`src/verilog/gb_bus_defs.svh`:
```
//####################################################################
// Memory map bounds, register addresses and storage sizes of the
// console's CPU-side bus. Include in any module that decodes or
// sizes against the memory map.
//####################################################################

`ifndef GB_BUS_DEFS_SVH
`define GB_BUS_DEFS_SVH

// Memory regions
`define GB_WRAM_START      16'hC000
`define GB_WRAM_END        16'hDFFF
`define GB_ECHO_START      16'hE000
`define GB_ECHO_END        16'hFDFF
`define GB_OAM_START       16'hFE00
`define GB_OAM_END         16'hFE9F
`define GB_CART_END        16'h7FFF

// Boot image window and cartridge placement in flash
`define GB_BOOT_WINDOW_END 16'h0103
`define GB_CART_OFFSET     16'h0104

// Registers
`define GB_MMIO_IF         16'hFF0F
`define GB_MMIO_IE         16'hFFFF
`define GB_MMIO_DMA        16'hFF46
`define GB_MMIO_BOOT       16'hFF50

// Sizes
`define GB_WRAM_ADDR_BITS  13
`define GB_OAM_BYTES       160
`define GB_ROM_ADDR_WIDTH  24

`endif

```
`src/verilog/gb_bus_pkg.sv`:
```
//####################################################################
// Types shared by the masters, the arbiter and the targets of the
// CPU-side bus. Modules import it with a wildcard in their header.
//####################################################################

`default_nettype none

package gb_bus_pkg;

   // One access on the shared bus
   typedef struct packed {
      logic        valid;
      logic        we;
      logic [15:0] addr;
      logic [7:0]  wdata;
   } bus_req_t;

   typedef enum logic {
      OWNER_CPU = 1'b0,
      OWNER_DMA = 1'b1
   } bus_owner_e;

   // Read data, tagged with the master that asked for it
   typedef struct packed {
      logic       valid;
      bus_owner_e owner;
      logic [7:0] data;
   } bus_rsp_t;

   typedef enum logic [2:0] {
      TGT_ROM,
      TGT_WRAM,
      TGT_OAM,
      TGT_IF,
      TGT_IE,
      TGT_BOOT,
      TGT_DMA,
      TGT_NONE
   } bus_target_e;

   // Same bit order as the IF and IE registers
   typedef struct packed {
      logic joypad;
      logic serial;
      logic timer;
      logic lcdc;
      logic vblank;
   } irq_bits_t;

   typedef enum logic [1:0] {
      DMA_IDLE,
      DMA_READ,
      DMA_WRITE
   } dma_state_e;

endpackage

`default_nettype wire

```
`src/verilog/interrupt_flags.sv`:
```
//####################################################################
// Interrupt flag (IF) and enable (IE) registers. Request pulses set
// flags, the CPU clears them by writing IF; irq is a plain level.
//####################################################################

`timescale 1ns/10ps
`default_nettype none

module interrupt_flags import gb_bus_pkg::*; (
   input  logic       clock,
   input  logic       reset,
   input  logic       if_we,
   input  logic       ie_we,
   input  logic [7:0] wdata,
   input  irq_bits_t  irq_req,
   output irq_bits_t  if_q,
   output irq_bits_t  ie_q,
   output logic       irq
);

   irq_bits_t if_next;

   // New requests win over a clearing write in the same cycle
   always_comb begin
      if (if_we)
         if_next = irq_bits_t'(wdata[4:0]);
      else
         if_next = if_q;
      if_next = if_next | irq_req;
      // No serial port
      if_next.serial = 1'b0;
   end

   always_ff @(posedge clock or posedge reset) begin
      if (reset) begin
         if_q <= '0;
         ie_q <= '0;
      end else begin
         if_q <= if_next;
         if (ie_we) begin
            ie_q <= irq_bits_t'(wdata[4:0]);
         end
      end
   end

   assign irq = |(if_q & ie_q);

endmodule

`default_nettype wire

```
`config.mk`:
```
export PLATFORM = sky130hd
export DESIGN_NAME = interrupt_flags
export DESIGN_NICKNAME = d
export VERILOG_FILES = /design/src/verilog/gb_bus_defs.svh /design/src/verilog/gb_bus_pkg.sv /design/src/verilog/interrupt_flags.sv
export SDC_FILE = /design/constraint.sdc
export NUM_CORES = 1
export LEC_CHECK = 0
export ABC_CLOCK_PERIOD_IN_PS = 1800
export BUFFER_PORTS_ARGS = -buffer_cell sky130_fd_sc_hd__buf_2
export CORE_AREA = 2 2 39 41
export DETAILED_ROUTE_END_ITERATION = 16
export DIE_AREA = 0 0 41 43
export HOLD_SLACK_MARGIN = 0.15
export PLACE_DENSITY = 0.68
export REMOVE_ABC_BUFFERS = 1
export SLEW_MARGIN = 25
export SYNTH_ARGS = -nofsm -noshare
export SYNTH_HDL_FRONTEND = slang
export SYNTH_SLANG_ARGS = --single-unit
```
`constraint.sdc`:
```
create_clock -name clock -period 1.8 [get_ports clock]
set_input_delay 0.18 -clock clock [delete_from_list [all_inputs] [get_ports clock]]
set_output_delay 0.18 -clock clock [all_outputs]
set_load 0.01 [all_outputs]
```
==> impl_metrics.csv <==
group,metric,value,unit
grt,grt_max_degree,10,
clock_tree,clockBufferDepth,2,
yosys,seq_area_frac_synth,60.00,%
sta,drv_slew,0,
clock_tree,cts_tree,"yes",
floorplan,core,1384,sq um
yosys,yosys_warnings,0,
yosys,avgSynthCellArea,13.41,sq um
sta,fin_skew,0,ns
finish,fin_nets,81,
worst_setup_path,worst_ep_arrival_time,1.63,ns
worst_hold_path,hp-class,"in2reg",
drt,drtPass1Iterations,4,
yosys,netlist.area_leader.share,60.00,%
grt,grt_usage,11.68,%
floorplan,dieArea,1763,sq um
sta,rsz0062_at_grt,"no",
sta,hold_viol,0,
floorplan,rows,14,
drt,ant_nets,0,
yosys,synth_fa_ha_area_share,0,%
grt,grt_pass1_vias,333,
drt,drc,0,
sta,min_period,1.496,ns
yosys,yosys.area_share.xor_xnor,0,%
clock_tree,clock_sinks,9,
floorplan,die_y,43,microns
yosys,synth_top_cell_by_area,"dfrtp_1",
finish,layout_common_cells,"22 x buf_2, 10 x dlygate4sd3_1, 9 x dfrtp_1",
yosys,synthSimpleGateAreaFrac,7.667,%
finish,layout-drive-gt1-share,47.62,%
outcome,status,"completed",
yosys,yosys_register_bits,9,
grt,antenna_found_initial,0,
yosys,synth_top_family_by_area,"multiplexers",
yosys,synth-compound-area-share,13.33,%
clock_tree,htree_levels,1,
run,drv_cap,0,
clock_tree,clk_latency,0.25,ns
yosys,syn_inst,28,
drt,wirelength,851,microns
drt,via_per_inst,4.241,
finish,final_util,45.12,%
worst_setup_path,worstSetupPathType,"in2reg",
worst_setup_path,critPathLaunchType,"input port",
placed_design,gp_congestion,0.6515,
sta,fmax,668.6,MHz
power_and_ir_drop,p_per_area,772.2,nW/um^2
grt,gr-total-overflow,0,
finish,area_growth,66.33,%
yosys,synth.distinct_cells,9,
power_and_ir_drop,power.leakage,0.2907,nW
sta,holdWs,0.1744,ns
floorplan,die_width,41,microns
sta,setup_viol,0,
floorplan,ios,28,
yosys,synth_area_leaders,"dfrtp_1 60%, mux2_2 15%, a211o_1 9.3%",
finish,antenna_cells,0,
finish,final_common_cell,"buf_2",
sta,setup_tns,0,ns
worst_setup_path,cp-end-kind,"flop",
placed_design,portBuffers,22,
sta,timing.final.crit_share,83.10,%
clock_tree,root_buffer,"clkbuf_4",
clock_tree,cts_buffers,3,
clock_tree,post_cts_buffers,0,
yosys,netlist_area,375.4,sq um
grt,grt_pass1_wl,1.352,mm
worst_setup_path,worstPathRequired,1.94,ns
worst_setup_path,crit_fanout,1,
floorplan,start_util,27.12,%
power_and_ir_drop,vdd_ir_drop_max,0.0004154,V
drt,drt_iter0_markers,1,
clock_tree,clkTransAtPathRegs,0.06,ns
yosys,muxShareOfSynthArea,15.00,%
drt,routedWlPerCell,10.77,microns
finish,final.fill_count,134,
drt,num_vias,335,
[final timing paths]
kind,cells after the start,to,slack (ns),from
worst min-delay path,2,ie_q[0],0.17,wdata[0]
worst max-delay path,4,if_q[0],0.30,irq_req[0]
worst max register to register,3,if_q[2],0.40,if_q[2]
max in group asynchronous,3,ie_q[3],1.12,reset
min in group asynchronous,3,if_q[1],0.42,reset
worst min register to register,1,ie_q[3],0.50,ie_q[3]
[metrics by stage]
step / instances / instance area (sq um) / power [mW] / setup WS, ns
floorplan: 27 / 367.9 / 0.2740 / 0.9293
global placement: 65 / 498.0 / 0.3150 / 0.8443
detailed placement: 65 / 498.0 / 0.3168 / 0.8398
CTS: 79 / 624.3 / 0.4910 / 0.3238
global route: 79 / 624.3 / 0.5108 / 0.2728
finish: 79 / 624.3 / 0.4821 / 0.3042
[repair_timing]
| item | 4_1_cts | 5_1_grt |
|---|---|---|
| endpoints found under the hold margin | 14 | 0 |
| resized for setup | 0 | 0 |
| hold buffers | 10 | 0 |
[cells in the mapped netlist]
cell type / number
nor2b_1: 4
nand2_1: 1
a211o_1: 4
a22oi_1: 2
inv_1: 1
conb_1: 1
dfrtp_1: 9
buf_4: 1
mux2_2: 5
[worst max-delay path, cell delays in order]
cell and delay, ns:
dlygate4sd3_1 0.53, buf_2 0.12, a211o_1 0.25, dlygate4sd3_1 0.55
[flip-flops by register name (all words and copies together) (netlist names)]
signal	count
ie_q	5
if_q	4
[per-layer routing]
layer  share of wire (%)  global-route usage [%]  vias to the layer above  wire [microns]
li1                    -                       -                      169               -
met1                  46                   14.33                      154             390
met2                  47                   16.88                       12             400
met3                 7.1                   6.283                        0              60
met4                   0                   4.000                        0               0
met5                   0                       0                        -               0
[report_power, final]
part,leakage (nW),total (mW),internal (mW),switching (mW)
Combinational,0.176,0.0996,0.0583,0.0412
Clock,0.0150,0.151,0.0852,0.0663
Sequential,0.0992,0.231,0.220,0.0114
[final cells by class]
class                           count  area, sq um  share of cell area, %
Tap cell                           16        20.02                  3.206
Multi-Input combinational cell     17        138.9                  22.24
Sequential cell                     9        225.2                  36.07
Inverter                            1        3.754                 0.6012
Clock buffer                        4        26.28                  4.208
Timing Repair Buffer               32        210.2                  33.67
[cell families (layout without fill, tap and decap cells)]
logic type / count (synthesis) / after routing
buf+inv: 2 / 37
compound gates: 6 / 6
mux: 5 / 5
flops: 9 / 9
simple gates: 5 / 5
other cells: 1 / 1
Power figures use the tool's default switching activity.
