--- src/verilog/gb_bus_defs.svh ---
//####################################################################
// Memory map bounds, register addresses and storage sizes of the
// console's CPU-side bus. Include in any module that decodes or
// sizes against the memory map.
//####################################################################

`ifndef GB_BUS_DEFS_SVH
`define GB_BUS_DEFS_SVH

// Memory regions
`define GB_WRAM_START      16'hC000
`define GB_WRAM_END        16'hDFFF
`define GB_ECHO_START      16'hE000
`define GB_ECHO_END        16'hFDFF
`define GB_OAM_START       16'hFE00
`define GB_OAM_END         16'hFE9F
`define GB_CART_END        16'h7FFF

// Boot image window and cartridge placement in flash
`define GB_BOOT_WINDOW_END 16'h0103
`define GB_CART_OFFSET     16'h0104

// Registers
`define GB_MMIO_IF         16'hFF0F
`define GB_MMIO_IE         16'hFFFF
`define GB_MMIO_DMA        16'hFF46
`define GB_MMIO_BOOT       16'hFF50

// Sizes
`define GB_WRAM_ADDR_BITS  13
`define GB_OAM_BYTES       160
`define GB_ROM_ADDR_WIDTH  24

`endif

--- src/verilog/gb_bus_pkg.sv ---
//####################################################################
// Types shared by the masters, the arbiter and the targets of the
// CPU-side bus. Modules import it with a wildcard in their header.
//####################################################################

`default_nettype none

package gb_bus_pkg;

   // One access on the shared bus
   typedef struct packed {
      logic        valid;
      logic        we;
      logic [15:0] addr;
      logic [7:0]  wdata;
   } bus_req_t;

   typedef enum logic {
      OWNER_CPU = 1'b0,
      OWNER_DMA = 1'b1
   } bus_owner_e;

   // Read data, tagged with the master that asked for it
   typedef struct packed {
      logic       valid;
      bus_owner_e owner;
      logic [7:0] data;
   } bus_rsp_t;

   typedef enum logic [2:0] {
      TGT_ROM,
      TGT_WRAM,
      TGT_OAM,
      TGT_IF,
      TGT_IE,
      TGT_BOOT,
      TGT_DMA,
      TGT_NONE
   } bus_target_e;

   // Same bit order as the IF and IE registers
   typedef struct packed {
      logic joypad;
      logic serial;
      logic timer;
      logic lcdc;
      logic vblank;
   } irq_bits_t;

   typedef enum logic [1:0] {
      DMA_IDLE,
      DMA_READ,
      DMA_WRITE
   } dma_state_e;

endpackage

`default_nettype wire

--- src/verilog/oam_dma.sv ---
//####################################################################
// OAM DMA engine. Started by a write to the DMA register, it copies
// one page of 160 bytes into OAM, one read and one write per byte.
//####################################################################

`timescale 1ns/10ps
`default_nettype none
`include "gb_bus_defs.svh"

module oam_dma import gb_bus_pkg::*; (
   input  logic       clock,
   input  logic       reset,
   input  logic       dma_start,
   input  logic [7:0] dma_page,
   input  bus_rsp_t   dma_rsp,
   output bus_req_t   dma_req,
   output logic       dma_busy
);

   dma_state_e state;
   logic [7:0] byte_cnt;
   logic       last_byte;

   assign last_byte = (byte_cnt == 8'(`GB_OAM_BYTES - 1));
   assign dma_busy  = (state != DMA_IDLE);

   always_ff @(posedge clock or posedge reset) begin
      if (reset) begin
         state    <= DMA_IDLE;
         byte_cnt <= 8'd0;
      end else begin
         case (state)
            DMA_IDLE: begin
               if (dma_start) begin
                  state    <= DMA_READ;
                  byte_cnt <= 8'd0;
               end
            end
            DMA_READ: begin
               state <= DMA_WRITE;
            end
            DMA_WRITE: begin
               if (last_byte) begin
                  state <= DMA_IDLE;
               end else begin
                  state    <= DMA_READ;
                  byte_cnt <= byte_cnt + 8'd1;
               end
            end
            default: begin
               state <= DMA_IDLE;
            end
         endcase
      end
   end

   // Write cycle forwards the byte returned for the read just before
   always_comb begin
      dma_req       = '0;
      dma_req.valid = (state == DMA_READ) || (state == DMA_WRITE);
      if (state == DMA_WRITE) begin
         dma_req.we    = 1'b1;
         dma_req.addr  = `GB_OAM_START + 16'(byte_cnt);
         dma_req.wdata = dma_rsp.data;
      end else begin
         dma_req.addr = {dma_page, byte_cnt};
      end
   end

   // Read data must be back through the bus in time for the write
   a_rsp_for_write: assert property (
      @(posedge clock) disable iff (reset)
      (state == DMA_WRITE) |-> dma_rsp.valid
   );

   a_write_in_oam: assert property (
      @(posedge clock) disable iff (reset)
      (dma_req.valid && dma_req.we) |->
         (dma_req.addr >= `GB_OAM_START && dma_req.addr <= `GB_OAM_END)
   );

endmodule

`default_nettype wire
--- config.mk ---
export PLATFORM = sky130hd
export DESIGN_NAME = oam_dma
export DESIGN_NICKNAME = d
export VERILOG_FILES = /design/src/verilog/gb_bus_pkg.sv /design/src/verilog/oam_dma.sv
export VERILOG_INCLUDE_DIRS = /design/src /design/src/verilog
export SDC_FILE = /design/constraint.sdc
export NUM_CORES = 1
export LEC_CHECK = 0
export BUFFER_PORTS_ARGS = -buffer_cell sky130_fd_sc_hd__buf_2
export CAP_MARGIN = 20
export CORE_ASPECT_RATIO = 0.8
export CORE_MARGIN = 2
export CORE_UTILIZATION = 43
export CTS_BUF_LIST = sky130_fd_sc_hd__clkbuf_4 sky130_fd_sc_hd__clkbuf_8
export DETAILED_ROUTE_END_ITERATION = 8
export PLACE_DENSITY = 0.81
export SLEW_MARGIN = 20
export SYNTH_ARGS = -nofsm -noshare
export SYNTH_HDL_FRONTEND = slang
export SYNTH_SLANG_ARGS = --single-unit
--- constraint.sdc ---
create_clock -name clock -period 2.2 [get_ports clock]
set_clock_uncertainty 0.1 [all_clocks]
set_input_delay 0.22 -clock clock [delete_from_list [all_inputs] [get_ports clock]]
set_output_delay 0.22 -clock clock [all_outputs]
set_load 0.005 [all_outputs]
==> reports/metrics.yaml <==
run_status:
  status: "finished, final reports clean"
clock_tree:
  cts_buffer_depth: 2
  cts_made_buffers: 3
  clock_latency_ns: 0.27
  path_clk_slew_ns: 0.06
  cts-root-buf: "clkbuf_4"
  cts_resized: 0
  htree_levels: 1
  cts_tree: "built"
  cts_sinks: 10
logic_synthesis:
  syn-num-nets: 109
  ys_warn_count: 0
  syn-cell-area_sq_um: 730.7
  synth.avg_cell_area_sq_um: 8.804
  synth_fa_ha_area_share_pct: 8.562
  synth_compound_area_share_pct: 19.35
  synth_top_cell_area_share_pct: 34.25
  ys.flop_type: "dfrtp_1"
  yosysSeqAreaShare_pct: 34.25
  synth_xor_area_share_pct: 0
  yosys_register_bits: 10
  synth_top_cell_by_area: "dfrtp_1"
  synth-simple-area-share_pct: 32.19
  syn_inst: 83
  ys_types: 30
  synthTopCellsByCount: "12 x nand2_1, 10 x dfrtp_1, 9 x and2_1"
  yosysMostFrequentCell: "nand2_1"
  synth_top_family_by_area: "simple AND/OR/NAND/NOR gates"
  muxShareOfSynthArea_pct: 1.541
  synthArstFlopShare_pct: 100.0
  synth-edff-count: 0
  synth_area_leaders: "dfrtp_1 34%, ha_1 8.6%, and2_1 7.7%"
timing:
  rsz0062_at_grt: "false"
  drv_slew: 0
  fin_setup_tns_ns: 0
  min_period_ns: 2.044
  hold_violations: 0
  fin_hold_ws_ns: 0.2260
  setup_viol: 0
  timing.final.crit_share_pct: 92.91
  max_slew_margin_pct: 70.28
  fmax_mhz: 489.2
  worstMarginPinSlew_ns: 0.4443
pwr:
  combPwrFrac_pct: 9.8
  p_int_uw: 268.7
  ir_worst_vdd_mv: 0.2476
  p_clk_share_pct: 37.2
  power_density_mw_per_mm2: 341.4
  switching_power_uw: 78.12
  pwr-share-seq_pct: 53.0
  leakagePower_uw: 0.0005193
  switching_share_pct: 22.52
cells_and_area:
  nets: 159
  fin_util_pct: 63.09
  drive_above_1_share_pct: 48.85
  ff_latch_area_sq_um: 250.2
  area_growth_pct: 39.04
  multiInputGateArea_sq_um: 450.4
  fillers: 137
  fin_area_sq_mm: 0.001016
  antenna_cells: 0
detailed_routing:
  wl_microns: 2023
  drtIter0Drc: 24
  via_per_inst: 5.020
  wire_per_inst_microns: 13.22
  dr.pass1.iters: 4
  ant_nets: 0
  post-route-drc-count: 0
  dr_total_vias: 768
worst_setup_path:
  arrival_ns: 1.72
  timing.rr.end: "byte_cnt[7]"
  crit_required_ns: 1.88
  cp-start-kind: "flip-flop"
  r2r_setup_slack_ns: 0.23
  cp-end-kind: "output pin"
  r2r-start: "state[0]"
  r2r_cells: 6
  path_class: "reg2out"
  cp_max_fo: 15
worst_hold_path:
  min-delay-start: "dma_start"
  hp-class: "in2reg"
  min_to: "state[1]"
  hold_path_depth: 3
die:
  rows: 13
  ios: 48
  dieArea_sq_mm: 0.002047
  core_area_sq_mm: 0.001610
  start_util_pct: 45.38
  die_w_microns: 50.09
  die_height_microns: 40.87
global_routing:
  grt_max_degree: 16
  grt_pass1_vias: 593
  grt_pass1_wl_microns: 3070
  grt-ovfl-total: 0
  antenna_found_initial: 0
  grt_usage_pct: 21.40
placement:
  dp.final_hpwl_microns: 1570
  routabilityCongestion: 0.8048
  dpl_cell_area_sq_um: 983.4
  io_buffers: 45
run:
  drv_cap: 0
[layout by cell type, fill, tap and decap left out, types with 3 or more instances in the layout]
master,n
and2_1,9
buf_2,45
clkbuf_4,3
dfrtp_1,10
ha_1,5
inv_1,5
nand2_1,12
o21ai_0,3
or2_2,8
[power by group through the flow]
stage	clock [uW]	combinational [uW]	sequential (uW)
4_1_cts	134	34.6	184
2_1_floorplan	0	10.4	187
5_1_grt	145	37.6	184
6_report	129	34.1	184
3_5_place_dp	0	33.2	187
3_3_place_gp	0	32.0	187
[state kept, by name, summed over array words and instances (netlist names)]
signal	cells
byte_cnt	8
state	2
[cells by family after synthesis]
family                   Yosys count
AND/OR/NAND/NOR                   41
AO/OA/AOI/OAI                     18
flip-flops                        10
buffers and inverters              8
adder cells (fa/ha/maj)            5
multiplexers                       1
[worst max-delay path, stage by stage, from the launching register on]
cell and delay (ns):
dfrtp_1 0.41, inv_1 0.11, ha_1 0.42, buf_4 0.26, and2_1 0.14, buf_2 0.11
[repair_timing]
item	CTS	global route
hold buffers	1	0
setup buffers	0	0
hold endpoints to repair	10	0
[per-stage QoR]
stage | std cells | worst slack, ns | power (uW)
after detailed placement | 149 | 0.2725 | 220.5
final | 153 | 0.1561 | 346.8
after floorplan | 83 | 0.5323 | 197.7
after CTS | 153 | 0.1691 | 351.9
after global routing | 153 | 0.03108 | 365.8
after global placement | 149 | 0.3449 | 219.3
[worst max path at each step]
stage,start,to
finish,state[0],dma_req[2]
detailed placement,state[0],byte_cnt[1]
global route,state[0],dma_req[0]
global placement,state[0],byte_cnt[6]
floorplan,state[0],byte_cnt[6]
CTS,state[0],dma_req[0]
[per-layer routing]
metal | vias up | track usage (%) | wire length (microns)
met5 | - | 0 | 0
met4 | 0 | 4.861 | 11
met3 | 3 | 8.029 | 98
met2 | 19 | 32.24 | 969
met1 | 359 | 29.20 | 943
li1 | 387 | - | -
[cell type report]
class / instances / share of cell area (%)
sequential: 10 / 24.63
tap: 22 / 2.709
clock buffer: 3 / 2.217
timing repair buffer: 47 / 23.89
multi-input combinational: 65 / 44.34
inverter: 6 / 2.217
(Power assumes the default switching activity.)
