[config.mk]
export PLATFORM = sky130hd
export DESIGN_NAME = memory_map
export DESIGN_NICKNAME = d
export VERILOG_FILES = /design/src/verilog/gb_bus_pkg.sv /design/src/verilog/memory_map.sv
export VERILOG_INCLUDE_DIRS = /design/src /design/src/verilog
export SDC_FILE = /design/constraint.sdc
export NUM_CORES = 1
export LEC_CHECK = 0
export ABC_AREA = 1
export BUFFER_PORTS_ARGS = -buffer_cell sky130_fd_sc_hd__buf_2
export CORE_UTILIZATION = 35
export DETAILED_ROUTE_END_ITERATION = 8
export PLACE_DENSITY_LB_ADDON = 0.3
export SYNTH_ARGS = -nofsm -noshare
export SYNTH_HDL_FRONTEND = slang
export SYNTH_SLANG_ARGS = --single-unit
[constraint.sdc]
create_clock -name clock -period 2.95 [get_ports clock]
set_input_delay 0 -clock clock [delete_from_list [all_inputs] [get_ports clock]]
set_output_delay 0 -clock clock [all_outputs]
set_load 0.02 [all_outputs]
[src/verilog/gb_bus_defs.svh]
//####################################################################
// Memory map bounds, register addresses and storage sizes of the
// console's CPU-side bus. Include in any module that decodes or
// sizes against the memory map.
//####################################################################

`ifndef GB_BUS_DEFS_SVH
`define GB_BUS_DEFS_SVH

// Memory regions
`define GB_WRAM_START      16'hC000
`define GB_WRAM_END        16'hDFFF
`define GB_ECHO_START      16'hE000
`define GB_ECHO_END        16'hFDFF
`define GB_OAM_START       16'hFE00
`define GB_OAM_END         16'hFE9F
`define GB_CART_END        16'h7FFF

// Boot image window and cartridge placement in flash
`define GB_BOOT_WINDOW_END 16'h0103
`define GB_CART_OFFSET     16'h0104

// Registers
`define GB_MMIO_IF         16'hFF0F
`define GB_MMIO_IE         16'hFFFF
`define GB_MMIO_DMA        16'hFF46
`define GB_MMIO_BOOT       16'hFF50

// Sizes
`define GB_WRAM_ADDR_BITS  13
`define GB_OAM_BYTES       160
`define GB_ROM_ADDR_WIDTH  24

`endif

[src/verilog/gb_bus_pkg.sv]
//####################################################################
// Types shared by the masters, the arbiter and the targets of the
// CPU-side bus. Modules import it with a wildcard in their header.
//####################################################################

`default_nettype none

package gb_bus_pkg;

   // One access on the shared bus
   typedef struct packed {
      logic        valid;
      logic        we;
      logic [15:0] addr;
      logic [7:0]  wdata;
   } bus_req_t;

   typedef enum logic {
      OWNER_CPU = 1'b0,
      OWNER_DMA = 1'b1
   } bus_owner_e;

   // Read data, tagged with the master that asked for it
   typedef struct packed {
      logic       valid;
      bus_owner_e owner;
      logic [7:0] data;
   } bus_rsp_t;

   typedef enum logic [2:0] {
      TGT_ROM,
      TGT_WRAM,
      TGT_OAM,
      TGT_IF,
      TGT_IE,
      TGT_BOOT,
      TGT_DMA,
      TGT_NONE
   } bus_target_e;

   // Same bit order as the IF and IE registers
   typedef struct packed {
      logic joypad;
      logic serial;
      logic timer;
      logic lcdc;
      logic vblank;
   } irq_bits_t;

   typedef enum logic [1:0] {
      DMA_IDLE,
      DMA_READ,
      DMA_WRITE
   } dma_state_e;

endpackage

`default_nettype wire

[src/verilog/memory_map.sv]
//####################################################################
// Address decoder for the granted access. Drives target strobes,
// keeps the boot overlay and DMA page registers, forms the flash
// address and returns read data one cycle after acceptance.
//####################################################################

`timescale 1ns/10ps
`default_nettype none
`include "gb_bus_defs.svh"

module memory_map import gb_bus_pkg::*; (
   input  logic                          clock,
   input  logic                          reset,
   input  bus_req_t                      grant_req,
   input  bus_owner_e                    grant_owner,
   input  logic [7:0]                    rom_data,
   input  logic [7:0]                    wram_rdata,
   input  logic [7:0]                    oam_rdata,
   input  irq_bits_t                     if_q,
   input  irq_bits_t                     ie_q,
   output bus_rsp_t                      rsp,
   output logic [`GB_ROM_ADDR_WIDTH-1:0] rom_addr,
   output logic                          ram_we_wram,
   output logic                          ram_we_oam,
   output logic [`GB_WRAM_ADDR_BITS-1:0] wram_addr,
   output logic [7:0]                    oam_addr,
   output logic [7:0]                    wdata,
   output logic                          if_we,
   output logic                          ie_we,
   output logic                          dma_start,
   output logic [7:0]                    dma_page
);

   logic [15:0] addr;
   logic [15:0] wram_offset;
   bus_target_e target;
   logic        rd_acc;
   logic        wr_acc;
   logic [7:0]  boot_q;
   logic        rsp_valid_q;
   bus_owner_e  rsp_owner_q;
   bus_target_e rd_target_q;
   logic [7:0]  rd_data_q;

   assign addr   = grant_req.addr;
   assign rd_acc = grant_req.valid && !grant_req.we;
   assign wr_acc = grant_req.valid && grant_req.we;

   always_comb begin
      if (addr <= `GB_CART_END)
         target = TGT_ROM;
      else if (addr >= `GB_WRAM_START && addr <= `GB_ECHO_END)
         target = TGT_WRAM;
      else if (addr >= `GB_OAM_START && addr <= `GB_OAM_END)
         target = TGT_OAM;
      else if (addr == `GB_MMIO_IF)
         target = TGT_IF;
      else if (addr == `GB_MMIO_IE)
         target = TGT_IE;
      else if (addr == `GB_MMIO_BOOT)
         target = TGT_BOOT;
      else if (addr == `GB_MMIO_DMA)
         target = TGT_DMA;
      else
         target = TGT_NONE;
   end

   // Echo region folds onto work RAM
   always_comb begin
      if (addr > `GB_WRAM_END)
         wram_offset = addr - `GB_ECHO_START;
      else
         wram_offset = addr - `GB_WRAM_START;
   end

   assign wram_addr   = wram_offset[`GB_WRAM_ADDR_BITS-1:0];
   assign oam_addr    = addr[7:0];
   assign wdata       = grant_req.wdata;
   assign ram_we_wram = wr_acc && (target == TGT_WRAM);
   assign ram_we_oam  = wr_acc && (target == TGT_OAM);
   assign if_we       = wr_acc && (target == TGT_IF);
   assign ie_we       = wr_acc && (target == TGT_IE);

   // Boot image sits in front of the cartridge until bit 0 is set
   always_comb begin
      if (!boot_q[0] && addr <= `GB_BOOT_WINDOW_END)
         rom_addr = {8'h00, addr};
      else
         rom_addr = {8'h00, addr} + {8'h00, `GB_CART_OFFSET};
   end

   always_ff @(posedge clock or posedge reset) begin
      if (reset) begin
         rsp_valid_q <= 1'b0;
         boot_q      <= 8'h00;
         dma_start   <= 1'b0;
         dma_page    <= 8'h00;
      end else begin
         rsp_valid_q <= rd_acc;
         // DMA sees the start one cycle after the register write
         dma_start   <= wr_acc && (target == TGT_DMA);
         if (wr_acc && target == TGT_BOOT)
            boot_q <= grant_req.wdata;
         if (wr_acc && target == TGT_DMA)
            dma_page <= grant_req.wdata;
      end
   end

   // Sample the register and flash sources at the accepting edge
   always_ff @(posedge clock) begin
      if (rd_acc) begin
         rsp_owner_q <= grant_owner;
         rd_target_q <= target;
         case (target)
            TGT_ROM:  rd_data_q <= rom_data;
            TGT_IF:   rd_data_q <= {3'b000, if_q};
            TGT_IE:   rd_data_q <= {3'b000, ie_q};
            TGT_BOOT: rd_data_q <= boot_q;
            TGT_DMA:  rd_data_q <= dma_page;
            default:  rd_data_q <= 8'h00;
         endcase
      end
   end

   // RAM outputs are already registered, so only the select is late
   always_comb begin
      rsp.valid = rsp_valid_q;
      rsp.owner = rsp_owner_q;
      case (rd_target_q)
         TGT_WRAM: rsp.data = wram_rdata;
         TGT_OAM:  rsp.data = oam_rdata;
         default:  rsp.data = rd_data_q;
      endcase
   end

endmodule

`default_nettype wire

==> results by group <==
Global routing
  • Overall routing resource usage: 0.167
  • GR met3 Demand/Resource: 0.0308
  • First-pass GRT wire length: 9.80 mm
  • Met1 Use GR: 0.230
  • Grt total ovfl: 0
  • Vias in the first global route: 2,103
  • Largest net degree at the start of global routing: 19
  • GR peak layer: met2
  • M2 GR Usage: 0.277
  • Initial antenna violation count: 0

STA
  • Setup TNS: 0 ns
  • Period minus WS final: 1.93 ns
  • Highest Clock Rate: 519 MHz
  • # setup viols final: 0
  • Max_slew headroom: 0.221
  • Max-slew violation count: 0
  • RSZ-0062 raised after global routing: no
  • Clk_skew: between 0.006 and 0.007 ns
  • Fin. Hold Viols: 0
  • Period Utilization, post-route: 0.653
  • Worst slew pin tran: between 1 and 1.5 ns

Logic synthesis
  • Synthesized cell area: 2470 um^2
  • Main synth FF type: dfrtp_1
  • Post-synth EDFFs: 12
  • Count of cell types in the netlist: 34
  • Yosys warnings: 0
  • Cell with the most instances after synthesis: nand2_1
  • Top post-synthesis cells by count: nand2_1, buf_4, nand3_1
  • Share of the synthesized area in the top cell type: 0.182
  • Register area share after synthesis: 0.328
  • Syn_area_per_cell: 7.98 um^2
  • Post-synthesis cell count: 310
  • Synth area leaders: dfrtp_1, edfxtp_1, buf_4, nand2_1, nand3_1
  • Synthesized flop and latch total: 30
  • Largest area contributor in the netlist: dfrtp_1
  • Ys async rst share: 0.600

Clock network
  • Clock transition at path regs: 0.06 ns
  • TritonCTS clock tree: built
  • Clock tree root buffer cell: clkbuf_8
  • Worst-Skew Late Latency: 0.27 ns
  • CTS Buf Count: 5
  • Clock sink count: 30
  • H-tree depth: 2
  • CTS Buffer Depth: 2
  • Post-CTS setup buffer count: 0

Worst setup path
  • Crit-path max FO: 10
  • Critical Path RT: between 2 and 3 ns
  • Setup Crit Path Kind: flop to primary output
  • Reg2reg path depth: 3
  • Reg2reg setup slack: 1.95 ns
  • Worst Setup SP: rd_target_q[1]
  • Setup crit end: rsp[5]
  • Critical path arrival: 1.93 ns
  • Worst reg2reg endpoint: rd_data_q[1]
  • Worst r2r src: boot_q[1]
  • Crit end category: primary output
  • Worst setup SP type: flop

Pwr
  • Sequential cell fraction of total power: 0.428
  • Clock network power share: 0.285
  • Leak Pwr: 1.69 nW
  • Pwr dens: 343 nW/um^2
  • Sw power: 0.342 mW
  • Int Pwr: 0.724 mW
  • Peak supply drop: 0.317 mV
  • Sw Ratio: 0.321
  • Combinational power share: 0.287
  • Total power draw: approximately 1.1 mW

Detailed routing
  • First DRT Iteration DRCs: 112
  • Via density: 4.50
  • Vias post-DR: 2,329
  • Final wirelength: 6.27 mm
  • WL per Instance: roughly 12 um
  • Antenna Violating Nets Remaining: 0
  • DRC errors left: 0
  • Pre-Repair DR Iteration Count: 4

Floorplanning
  • Die Height: roughly 86 um
  • Core footprint: 6790 um^2
  • # rows: 30
  • Die width: 86.1 um
  • Starting density of the core: 0.364
  • I/O pins: 139
  • Die ar.: 7410 um^2

Outcome
  • Run status: finished clean

Place
  • GPL Wtd Cong: 0.813
  • DPL Wire Length: 4.97 mm
  • Buffers on Ports: 131

Worst hold path
  • Worst hold path class: input port to flop

Cells and area
  • # diodes: 0
  • Synthesis-to-layout area growth: 25.8%
  • Final #Nets: 486
  • Layout cell share with drive strength beyond 1: 0.420

Run
  • Maxcap violations: 0
flip-flops by register name, indices dropped and copies added (netlist names):
signal,flops
rsp_valid_q,1
dma_page,8
dma_start,1
boot_q,8
rsp_owner_q,1
rd_target_q,3
rd_data_q,8
cells in the final DEF (no fill, tap or decap):
cell / n
nand4_1: 14
o21ai_0: 3
edfxtp_1: 12
ha_1: 3
inv_2: 2
a31oi_1: 1
nor2_2: 1
nand2_1: 75
xnor2_1: 3
o41ai_1: 1
mux2_2: 8
nor2_1: 18
a21oi_1: 2
clkbuf_1: 3
o21ai_2: 1
conb_1: 7
nor2_4: 4
buf_2: 131
a22o_1: 2
a21oi_4: 1
nor2_8: 1
clkbuf_8: 5
inv_1: 24
nand3_2: 9
nand2_4: 3
nor3_1: 3
clkinv_1: 2
nor4_1: 2
dlygate4sd3_1: 10
nand2_2: 11
nand3_1: 28
xor2_1: 10
dfrtp_1: 18
a22oi_1: 3
area by class of cell:
type,instances,area (um^2)
inverter,28,105
clock buffer,8,80.1
sequential,30,811
fill,719,3680
multi-input combinational,214,1240
tap,96,120
timing repair buffer,141,756
kinds of logic (layout without fill, tap and decap cells):
family / after synthesis / after routing / synth area share
other: 1 / 7 / 0.00152
and+or+nand+nor: 169 / 169 / 0.351
DFF: 30 / 30 / 0.328
muxes: 8 / 8 / 0.0364
buffers and inverters: 72 / 177 / 0.180
xor gates and xnor gates: 13 / 13 / 0.0460
AOI/OAI and AO/OA: 14 / 14 / 0.0425
adders and majority gates: 3 / 3 / 0.0152
stage by stage:
step                std cells  hold slack, ns  utilization  setup WS, ns  instance area [um^2]
finish                    517          0.0516        0.458          1.02                  3110
detailed placement        499           0.143        0.432          1.20                  2930
global route              517          0.0621        0.458         0.779                  3110
global placement          499           0.141        0.432          1.24                  2930
CTS                       517          0.0427        0.458          1.00                  3110
floorplan                 316         -0.0614            -          1.55                  2500
layer usage:
| layer | wire length (um) | vias to the layer above |
|---|---|---|
| met2 | 2970 | 77 |
| met3 | 332 | 4 |
| met4 | 36 | 0 |
| met5 | 0 | - |
| met1 | 2930 | 1054 |
| li1 | - | 1194 |
power by group through the flow:
stage	Sequential, mW	Clock [mW]	Combinational [mW]
4_1_cts	0.456	0.312	0.309
6_report	0.456	0.304	0.307
2_1_floorplan	0.460	0	0.213
5_1_grt	0.457	0.329	0.335
3_3_place_gp	0.465	0	0.295
3_5_place_dp	0.464	0	0.298
worst min-delay path by stage:
| stage | to | depth (start not counted) | start | slack (ns) |
|---|---|---|---|---|
| 2_1_floorplan | boot_q[0] | 1 | reset | -0.06 |
| 3_3_place_gp | dma_page[5] | 2 | reset | 0.14 |
| 3_5_place_dp | dma_page[5] | 2 | reset | 0.14 |
| 4_1_cts | rd_data_q[6] | 3 | rom_data[6] | 0.04 |
| 5_1_grt | rd_data_q[6] | 3 | rom_data[6] | 0.06 |
| 6_report | rd_data_q[6] | 3 | rom_data[6] | 0.05 |
worst max-delay path, cell delays in order (launching register included):
cell and delay (ns):
edfxtp_1 0.32, clkinv_1 0.22, nor2_1 0.51, nand2_1 0.10, nand2_1 0.08, inv_1 0.11, nand2_1 0.09, nand3_1 0.07
buf_2 0.16
repair_timing:
item                                   CTS  global route
hold buffers                            10             0
resized for setup                        0             0
endpoints found under the hold margin   31             0
Note: power is estimated with default switching activity, not from simulation.
