File: src/verilog/gb_bus_defs.svh
//####################################################################
// Memory map bounds, register addresses and storage sizes of the
// console's CPU-side bus. Include in any module that decodes or
// sizes against the memory map.
//####################################################################

`ifndef GB_BUS_DEFS_SVH
`define GB_BUS_DEFS_SVH

// Memory regions
`define GB_WRAM_START      16'hC000
`define GB_WRAM_END        16'hDFFF
`define GB_ECHO_START      16'hE000
`define GB_ECHO_END        16'hFDFF
`define GB_OAM_START       16'hFE00
`define GB_OAM_END         16'hFE9F
`define GB_CART_END        16'h7FFF

// Boot image window and cartridge placement in flash
`define GB_BOOT_WINDOW_END 16'h0103
`define GB_CART_OFFSET     16'h0104

// Registers
`define GB_MMIO_IF         16'hFF0F
`define GB_MMIO_IE         16'hFFFF
`define GB_MMIO_DMA        16'hFF46
`define GB_MMIO_BOOT       16'hFF50

// Sizes
`define GB_WRAM_ADDR_BITS  13
`define GB_OAM_BYTES       160
`define GB_ROM_ADDR_WIDTH  24

`endif

File: src/verilog/gb_bus_pkg.sv
//####################################################################
// Types shared by the masters, the arbiter and the targets of the
// CPU-side bus. Modules import it with a wildcard in their header.
//####################################################################

`default_nettype none

package gb_bus_pkg;

   // One access on the shared bus
   typedef struct packed {
      logic        valid;
      logic        we;
      logic [15:0] addr;
      logic [7:0]  wdata;
   } bus_req_t;

   typedef enum logic {
      OWNER_CPU = 1'b0,
      OWNER_DMA = 1'b1
   } bus_owner_e;

   // Read data, tagged with the master that asked for it
   typedef struct packed {
      logic       valid;
      bus_owner_e owner;
      logic [7:0] data;
   } bus_rsp_t;

   typedef enum logic [2:0] {
      TGT_ROM,
      TGT_WRAM,
      TGT_OAM,
      TGT_IF,
      TGT_IE,
      TGT_BOOT,
      TGT_DMA,
      TGT_NONE
   } bus_target_e;

   // Same bit order as the IF and IE registers
   typedef struct packed {
      logic joypad;
      logic serial;
      logic timer;
      logic lcdc;
      logic vblank;
   } irq_bits_t;

   typedef enum logic [1:0] {
      DMA_IDLE,
      DMA_READ,
      DMA_WRITE
   } dma_state_e;

endpackage

`default_nettype wire

File: src/verilog/bus_arbiter.sv
//####################################################################
// Shared bus arbiter. DMA owns the bus while it runs and the CPU is
// stalled; read responses go back to whichever master issued them.
//####################################################################

`timescale 1ns/10ps
`default_nettype none

module bus_arbiter import gb_bus_pkg::*; (
   input  logic       clock,
   input  logic       reset,
   input  bus_req_t   cpu_req,
   input  bus_req_t   dma_req,
   input  logic       dma_busy,
   input  bus_rsp_t   rsp,
   output bus_req_t   grant_req,
   output bus_owner_e grant_owner,
   output logic       cpu_stall,
   output logic       cpu_rd_valid,
   output logic [7:0] cpu_rd_data,
   output bus_rsp_t   dma_rsp
);

   // Request side
   always_comb begin
      if (dma_busy) begin
         grant_req   = dma_req;
         grant_owner = OWNER_DMA;
      end else begin
         grant_req   = cpu_req;
         grant_owner = OWNER_CPU;
      end
   end

   assign cpu_stall = dma_busy;

   // Response side, steered by the owner tag
   assign cpu_rd_valid = rsp.valid && (rsp.owner == OWNER_CPU);
   assign cpu_rd_data  = rsp.data;

   always_comb begin
      dma_rsp       = rsp;
      dma_rsp.valid = rsp.valid && (rsp.owner == OWNER_DMA);
   end

   // A CPU read returning now was accepted while DMA was idle
   a_no_cpu_grant_in_dma: assert property (
      @(posedge clock) disable iff (reset)
      (rsp.valid && rsp.owner == OWNER_CPU) |-> !$past(dma_busy)
   );

endmodule

`default_nettype wire

File: config.mk
export PLATFORM = sky130hd
export DESIGN_NAME = bus_arbiter
export DESIGN_NICKNAME = d
export VERILOG_FILES = /design/src/verilog/gb_bus_defs.svh /design/src/verilog/gb_bus_pkg.sv /design/src/verilog/bus_arbiter.sv
export SDC_FILE = /design/constraint.sdc
export NUM_CORES = 1
export LEC_CHECK = 0
export BUFFER_PORTS_ARGS = -buffer_cell sky130_fd_sc_hd__buf_4
export CAP_MARGIN = 10
export CORE_UTILIZATION = 29
export DETAILED_ROUTE_END_ITERATION = 10
export GPL_TIMING_DRIVEN = 0
export PLACE_DENSITY = 0.95
export SLEW_MARGIN = 20
export SYNTH_ARGS = -nofsm -noshare
export SYNTH_HDL_FRONTEND = slang
export SYNTH_SLANG_ARGS = --single-unit
File: constraint.sdc
create_clock -name vclk -period 1.5
set_clock_uncertainty 0.1 [all_clocks]
set_input_delay 0.225 -clock vclk [all_inputs]
set_output_delay 0.225 -clock vclk [all_outputs]
set_load 0.005 [all_outputs]
==> results of run 1 <==
## cell type report
type	count	area (um^2)	share of cell area (%)
repair buffers	101	758.2	55.60
plain buffers	22	193.9	14.22
well taps	25	31.28	2.294
multi-input cells	28	380.4	27.89
## cell usage after synthesis
master,n
buf_12,2
nor2b_1,1
buf_4,19
mux2_4,20
mux2_2,6
and2_1,1
buf_6,1
## critical path: cells and delay by family
family | cells | cell delay, ns
mux | 1 | 0.31
buf+inv | 3 | 0.41
## logic make-up (layout without fill, tap and decap cells)
group / count (synthesis) / count (layout)
buffers and inverters: 22 / 123
AND/OR/NAND/NOR: 2 / 2
multiplexers: 26 / 26
## through the flow
step	hold slack, ns	std cells
finish	0.5151	176
global placement	0.5162	176
detailed placement	0.5162	176
CTS	0.5162	176
floorplan	0.3802	50
global route	0.5203	176
## power by group through the flow
stage | sequential, W | clock [W] | combinational, W
after floorplan | 0 | 0 | 0.000168
after global placement | 0 | 0 | 0.000403
after detailed placement | 0 | 0 | 0.000416
after CTS | 0 | 0 | 0.000418
after global routing | 0 | 0 | 0.000438
final | 0 | 0 | 0.000415
## path summary, 6_finish.rpt
path                     start             to  slack [ns]  cells after the start
worst max-delay path  dma_busy  grant_req[15]        0.22                      4
worst min-delay path    rsp[6]     dma_rsp[6]        0.52                      2
## placed cells by master (no fill, tap or decap)
master and n:
mux2_2 6, buf_12 2, and2_1 1, buf_4 120, buf_6 1, mux2_4 20
nor2b_1 1
## layer usage
layer,global-route usage [%],share of wire [%],up-vias
li1,-,-,357
met5,0,0,-
met2,43.61,50,61
met3,7.451,13,6
met4,5.294,1.3,0
met1,25.29,35,328
==> out/metrics.yaml, run 1 <==
final_layout:
  diodes: 0
  final_nets: 218
  synthToLayoutAreaGrowth_pct: 137.5
  flops_and_latches: 0
  finalInstanceArea_um2: 1364
  clkbuf_count: 0
  fillers: 133
  regArea_um2: 0
  layout-drive-gt1-share_pct: 98.68
  utilization_pct: 76.49
die:
  die_area_um2: 2162
  rows: 15
  dieHeight_um: 46.50
  fp.coreArea_um2: 1783
  die_w_um: 46.50
  pin_count: 112
  initial_utilization_pct: 32.21
routing:
  drc: 0
  wl_per_cell_um: 15.89
  vias_per_cell: 4.273
  drt_iter0_markers: 5
  first_pass_iters: 2
  ant_nets: 0
  drt_wl_total_mm: 2.796
  num_vias: 752
pwr:
  leakage_nw: 0.7946
  max-vdd-ir-drop_v: 0.0001775
  p_switching_w: 0.0001118
  p_comb_share_pct: 100.0
  switching_share_pct: 26.96
  p_seq_share_pct: 0
  p_int_w: 0.0003029
  p_per_area_nw_per_um2: 304.1
  pwr-share-clk_pct: 0
  power_w: 0.0004147
logic_synthesis:
  yosys_warnings: 0
  synthAdderAreaFrac_pct: 0
  synth-seq-area-share_pct: 0
  synth_top_family_by_area: "multiplexers"
  synth_compound_area_share_pct: 0
  ys_top_cells_by_area: "mux2_4, buf_4, mux2_2"
  synth_top_area_share_pct: 52.29
  synth_area_per_cell_um2: 11.49
  syn-num-nets: 115
  syn_area_um2: 574.3
  synth_mux_area_share_pct: 64.05
  yosys.area.top_type: "mux2_4"
  synth-simple-area-share_pct: 2.179
  synth_cell_type_count: 7
  synth_xor_xnor_area_share_pct: 0
  synthCells: 50
cts:
  post_cts_buffers: 0
  ctsHoldBuffers: 0
  cts-resized-gates: 0
timing:
  tns_ns: 0
  maxSlewViolCount: 0
  finalCritPeriodShare_pct: 85.42
  period_minus_slack_ns: 1.281
  fmax_mhz: 780.5
  setup_viol: 0
  relSlewSlack_pct: 93.44
  final_hold_viol_count: 0
  setup_slack_ns: 0.2188
  worstMarginPinSlew_ns: 0.09840
  rsz0062_at_grt: "no"
global_routing:
  grt.overflow.total: 0
  track_usage_pct: 23.51
  antenna_found_initial: 0
  grt_pass1_vias: 739
  grt_pass1_wl_mm: 3.546
  grt_max_degree: 11
placement:
  portBuffers: 101
  gp_congestion: 0.6724
  dp_hpwl_mm: 2.524
  place_ws_ns: 0.2213
  postPlaceCellArea_um2: 1364
min_path:
  hold_path_class: "in -> out"
setup_path:
  critPathMaxFanout: 10
  required_ns: 1.17
  cp_slowest_stage_delay_ns: 0.31
  path_class: "in -> out"
  endpoint_kind: "primary output"
  arrival_ns: 0.96
  path_cells: "buf_6, buf_12, mux2_4, buf_4"
  startpoint_type: "primary input"
  slowest_stage: "mux2_4"
job:
  drv_cap: 0
outcome:
  status: "finished, final reports clean"
No activity file was read; power rests on OpenSTA's default activity.
==> inputs of run 2 (changes only) <==
--- a/config.mk
+++ b/config.mk
@@ -11,6 +11,7 @@
 export DETAILED_ROUTE_END_ITERATION = 10
 export GPL_TIMING_DRIVEN = 0
 export PLACE_DENSITY = 0.95
+export SETUP_SLACK_MARGIN = 0.3
 export SLEW_MARGIN = 20
 export SYNTH_ARGS = -nofsm -noshare
 export SYNTH_HDL_FRONTEND = slang
==> out/metrics.yaml, run 2 (synthesized netlist as in run 1, its figures left out) <==
setup_path:
  critPathMaxFanout: 5  # -5
  crit_path_frequent_cell: "buf_12"
  arrival_ns: 0.92  # -0.04 ns
  cp_slowest_stage_delay_ns: 0.31  # about the same
  slowest_stage: "mux2_4"
  path_class: "in -> out"
  endpoint_kind: "primary output"
  startpoint_type: "primary input"
  path_cells: "buf_12, buf_12, mux2_4, buf_6"
  required_ns: 1.17  # about the same
cts:
  ctsHoldBuffers: 0  # unchanged
timing:
  tns_ns: 0  # unchanged
  maxSlewViolCount: 0  # unchanged
  worstMarginPinSlew_ns: 0.08028  # -0.01812 ns
  relSlewSlack_pct: 94.64  # +1.2 points
  finalCritPeriodShare_pct: 82.94  # -2.5 points
  final_hold_viol_count: 0  # unchanged
  timing.hold.ws_ns: 0.5190  # +0.003958 ns
  fmax_mhz: 803.8  # +3.0%
  period_minus_slack_ns: 1.244  # -0.03714 ns
  rsz0062_at_grt: "yes"
  setup_viol: 0  # unchanged
die:
  fp.coreArea_um2: 1783  # unchanged
  pin_count: 112  # unchanged
  dieHeight_um: 46.50  # unchanged
  die_area_um2: 2162  # unchanged
  rows: 15  # unchanged
  initial_utilization_pct: 32.21  # unchanged
  die_w_um: 46.50  # unchanged
pwr:
  leakage_nw: 0.8954  # +13%
  p_per_area_nw_per_um2: 330.0  # +8.5%
  power_w: 0.0005190  # +25%
  max-vdd-ir-drop_v: 0.0002019  # +14%
outcome:
  status: "finished, final reports clean"
routing:
  drc: 0  # unchanged
  drt_iter0_markers: 10  # +5
  wl_per_cell_um: 22.95  # +44%
  first_pass_iters: 4  # +2
  drt_wl_total_mm: 4.108  # +47%
  num_vias: 846  # +13%
  ant_nets: 0  # unchanged
  vias_per_cell: 4.726  # +11%
placement:
  dp_hpwl_mm: 2.524  # unchanged
  portBuffers: 101  # unchanged
  gp_congestion: 0.6724  # unchanged
global_routing:
  grt_pass1_wl_mm: 5.030  # +42%
  grt_max_degree: 6  # -5
  antenna_found_initial: 0  # unchanged
  grt.overflow.total: 0  # unchanged
  grt_pass1_vias: 890  # +20%
  track_usage_pct: 34.90  # +11 points
final_layout:
  multi_input_area_um2: 399.1  # +4.9%
  flops_and_latches: 0  # unchanged
  fillers: 85  # -36%
  synthToLayoutAreaGrowth_pct: 173.9
  utilization_pct: 88.21  # +12 points
  diodes: 0  # unchanged
  layout_common_cells: "buf_4, mux2_4, buf_6"
  regArea_um2: 0  # unchanged
  final_common_cell: "buf_4"
  layout-drive-gt1-share_pct: 98.70  # about the same
  final_nets: 221  # +1.4%
  clkbuf_count: 0  # unchanged
min_path:
  hold_path_class: "in -> out"
job:
  drv_cap: 0  # unchanged
## run 2: cell count changes in the layout (fill, tap and decap cells not counted)
cell	previous run	this run
buf_12	2	3
buf_16	0	2
buf_4	120	95
buf_6	1	25
bufbuf_16	0	1
mux2_2	6	1
mux2_4	20	25
## run 2: final timing paths
path,startpoint,end,cells after the start,slack (ns)
max,dma_busy,grant_req[8],4,0.26
min,rsp[5],dma_rsp[5],2,0.52
## run 2: worst max-delay path: cells and delay by family
kind,cells,cell delay [ns]
muxes,1,0.31
buffers and inverters,3,0.39
## run 2: cell type report
class	instances	share of cell area, %
Timing Repair Buffer	104	59.75
Tap cell	25	1.989
Buffer	22	12.89
Multi-Input combinational cell	28	25.38
## run 2: power breakdown
part | leakage (nW) | internal [W] | total, W | switching (W)
registers | 0 | 0 | 0 | 0
clock network | 0 | 0 | 0 | 0
logic | 0.895 | 0.000369 | 0.000519 | 0.000150
## run 2: what timing repair did
action | CTS | global route
setup endpoints to repair | 20 | 25
setup buffers | 0 | 0
pin swaps | 0 | 0
gates cloned | 3 | 0
resized for setup | 29 | 5
## run 2: per-layer routing
layer	routed length, um	GRT usage, %	up-vias
met2	2082	61.67	73
met4	76	11.18	0
li1	-	-	364
met5	0	0	-
met1	1486	38.39	401
met3	461	11.76	8
## run 2: per-stage QoR
step	std cells	setup WS, ns	cell area [um^2]
2_1_floorplan	50	0.3908	574.3
3_3_place_gp	176	0.2399	1364
3_5_place_dp	176	0.2213	1364
4_1_cts	179	0.2678	1554
5_1_grt	179	0.2501	1573
6_report	179	0.2559	1573
==> inputs of run 3 (changes only) <==
--- a/config.mk
+++ b/config.mk
@@ -7,10 +7,10 @@
 export LEC_CHECK = 0
 export BUFFER_PORTS_ARGS = -buffer_cell sky130_fd_sc_hd__buf_4
 export CAP_MARGIN = 10
-export CORE_UTILIZATION = 29
+export CORE_UTILIZATION = 27
 export DETAILED_ROUTE_END_ITERATION = 10
 export GPL_TIMING_DRIVEN = 0
-export PLACE_DENSITY = 0.95
+export PLACE_DENSITY = 0.93
 export SETUP_SLACK_MARGIN = 0.3
 export SLEW_MARGIN = 20
 export SYNTH_ARGS = -nofsm -noshare
==> constraint.sdc (replaced) <==
create_clock -name vclk -period 1.3
set_clock_uncertainty 0.1 [all_clocks]
set_input_delay 0.195 -clock vclk [all_inputs]
set_output_delay 0.195 -clock vclk [all_outputs]
set_load 0.005 [all_outputs]
==> out/metrics.yaml, run 3 (synthesized netlist as in run 1, its figures left out) <==
outcome:
  status: "finished, final reports clean"
timing:
  final_hold_viol_count: 0  # unchanged
  setup_slack_ns: 0.1347  # -0.1212 ns
  period_minus_slack_ns: 1.165
  setup_viol: 0  # unchanged
  rsz0062_at_grt: "yes"
  fmax_mhz: 858.1
  maxSlewViolCount: 0  # unchanged
  tns_ns: 0  # unchanged
  relSlewSlack_pct: 91.62  # -3.0 points
  finalCritPeriodShare_pct: 89.64
  worstMarginPinSlew_ns: 0.1255  # +0.04520 ns
die:
  rows: 16  # +1
  die_w_um: 48.12  # +3.5%
  pin_count: 112  # unchanged
  initial_utilization_pct: 28.98  # -3.2 points
  die_area_um2: 2316  # +7.1%
  fp.coreArea_um2: 1982  # +11%
  dieHeight_um: 48.12  # +3.5%
final_layout:
  flops_and_latches: 0  # unchanged
  layout-drive-gt1-share_pct: 98.70  # unchanged
  final_nets: 221  # unchanged
  diodes: 0  # unchanged
  synthToLayoutAreaGrowth_pct: 174.3
  regArea_um2: 0  # unchanged
  multi_input_area_um2: 399.1  # unchanged
  fillers: 124  # +46%
  layout_common_cells: "buf_4, mux2_4, buf_6"
  clkbuf_count: 0  # unchanged
  utilization_pct: 79.48  # -8.7 points
  final_common_cell: "buf_4"
setup_path:
  arrival_ns: 0.87  # -0.05 ns
  endpoint_kind: "primary output"
  required_ns: 1.00  # -0.17 ns
  slowest_stage: "mux2_4"
  path_cells: "buf_12, buf_12, mux2_4, buf_6"
  crit_path_frequent_cell: "buf_12"
  path_class: "in -> out"
  startpoint_type: "primary input"
  critPathMaxFanout: 5  # unchanged
  cp_slowest_stage_delay_ns: 0.30  # about the same
pwr:
  p_switching_w: 0.0001420  # -5.0%
  max-vdd-ir-drop_v: 0.0002043  # +1.2%
  pwr-share-clk_pct: 0  # unchanged
  p_comb_share_pct: 100.0  # about the same
  p_seq_share_pct: 0  # unchanged
  p_per_area_nw_per_um2: 359.3  # +8.9%
  p_int_w: 0.0004240  # +15%
  leakage_nw: 0.8954  # unchanged
  switching_share_pct: 25.09  # -3.7 points
routing:
  num_vias: 773  # -8.6%
  drt_iter0_markers: 1  # -9
  first_pass_iters: 3  # -1
  met3WireLength_um: 275  # -40%
  wl_per_cell_um: 12.80  # -44%
  top_layer_used: "met3"
  wl_met2_mm: 1.382  # -34%
  drc: 0  # unchanged
  ant_nets: 0  # unchanged
  met1_length_um: 659  # -56%
  drt_wl_total_mm: 2.317  # -44%
  vias_per_cell: 4.271  # -9.6%
global_routing:
  grt_pass1_wl_mm: 2.911  # -42%
  grt.overflow.total: 0  # unchanged
  grt_pass1_vias: 725  # -19%
  grt_max_degree: 6  # unchanged
  track_usage_pct: 17.49  # -17 points
  antenna_found_initial: 0  # unchanged
cts:
  ctsHoldBuffers: 0  # unchanged
  post_cts_buffers: 0  # unchanged
min_path:
  hold_path_class: "in -> out"
placement:
  portBuffers: 101  # unchanged
  gp_congestion: 0.7484  # +11%
  dp_hpwl_mm: 1.747  # -31%
  place_ws_ns: 0.1105  # -0.1108 ns
job:
  drv_cap: 0  # unchanged
-- run 3: cell counts in the layout (fill, tap and decap cells not counted) --
Identical to the previous run, type by type.
-- run 3: worst paths after layout --
check / start / to / slack, ns / cells past startpoint
worst min-delay path: rsp[4] / dma_rsp[4] / 0.46 / 2
worst max-delay path: dma_busy / grant_req[11] / 0.13 / 4
-- run 3: metrics by stage --
step	hold slack (ns)	power (W)	area [um^2]	instances
floorplan	0.3202	0.0001973	583.1	50
global placement	0.4562	0.0004622	1375	178
detailed placement	0.4562	0.0004739	1375	178
CTS	0.4562	0.0005646	1575	181
global route	0.4587	0.0006018	1575	181
finish	0.4554	0.0005661	1575	181
-- run 3: area by class of cell --
type,instances,area share [%]
Buffer,22,12.87
Tap cell,27,2.145
Multi-Input combinational cell,28,25.34
Timing Repair Buffer,104,59.65
-- run 3: critical path: cells and delay by family --
| kind | cells | cell delay [ns] |
|---|---|---|
| multiplexers | 1 | 0.30 |
| buffers and inverters | 3 | 0.37 |
-- run 3: power by group through the flow --
stage | clock network [W] | logic, W | registers [W]
floorplan | 0 | 0.000197 | 0
global placement | 0 | 0.000462 | 0
detailed placement | 0 | 0.000474 | 0
CTS | 0 | 0.000565 | 0
global route | 0 | 0.000602 | 0
finish | 0 | 0.000566 | 0
-- run 3: metal layers --
| layer | global-route usage (%) | up-vias |
|---|---|---|
| li1 | - | 365 |
| met1 | 16.26 | 342 |
| met2 | 39.73 | 66 |
| met3 | 2.963 | 0 |
| met4 | 0.5556 | 0 |
| met5 | 0 | - |
-- run 3: what timing repair did --
| action | 4_1_cts | 5_1_grt |
|---|---|---|
| gates resized for setup | 32 | 0 |
| cloned | 3 | 0 |
| setup endpoints to repair | 26 | 26 |
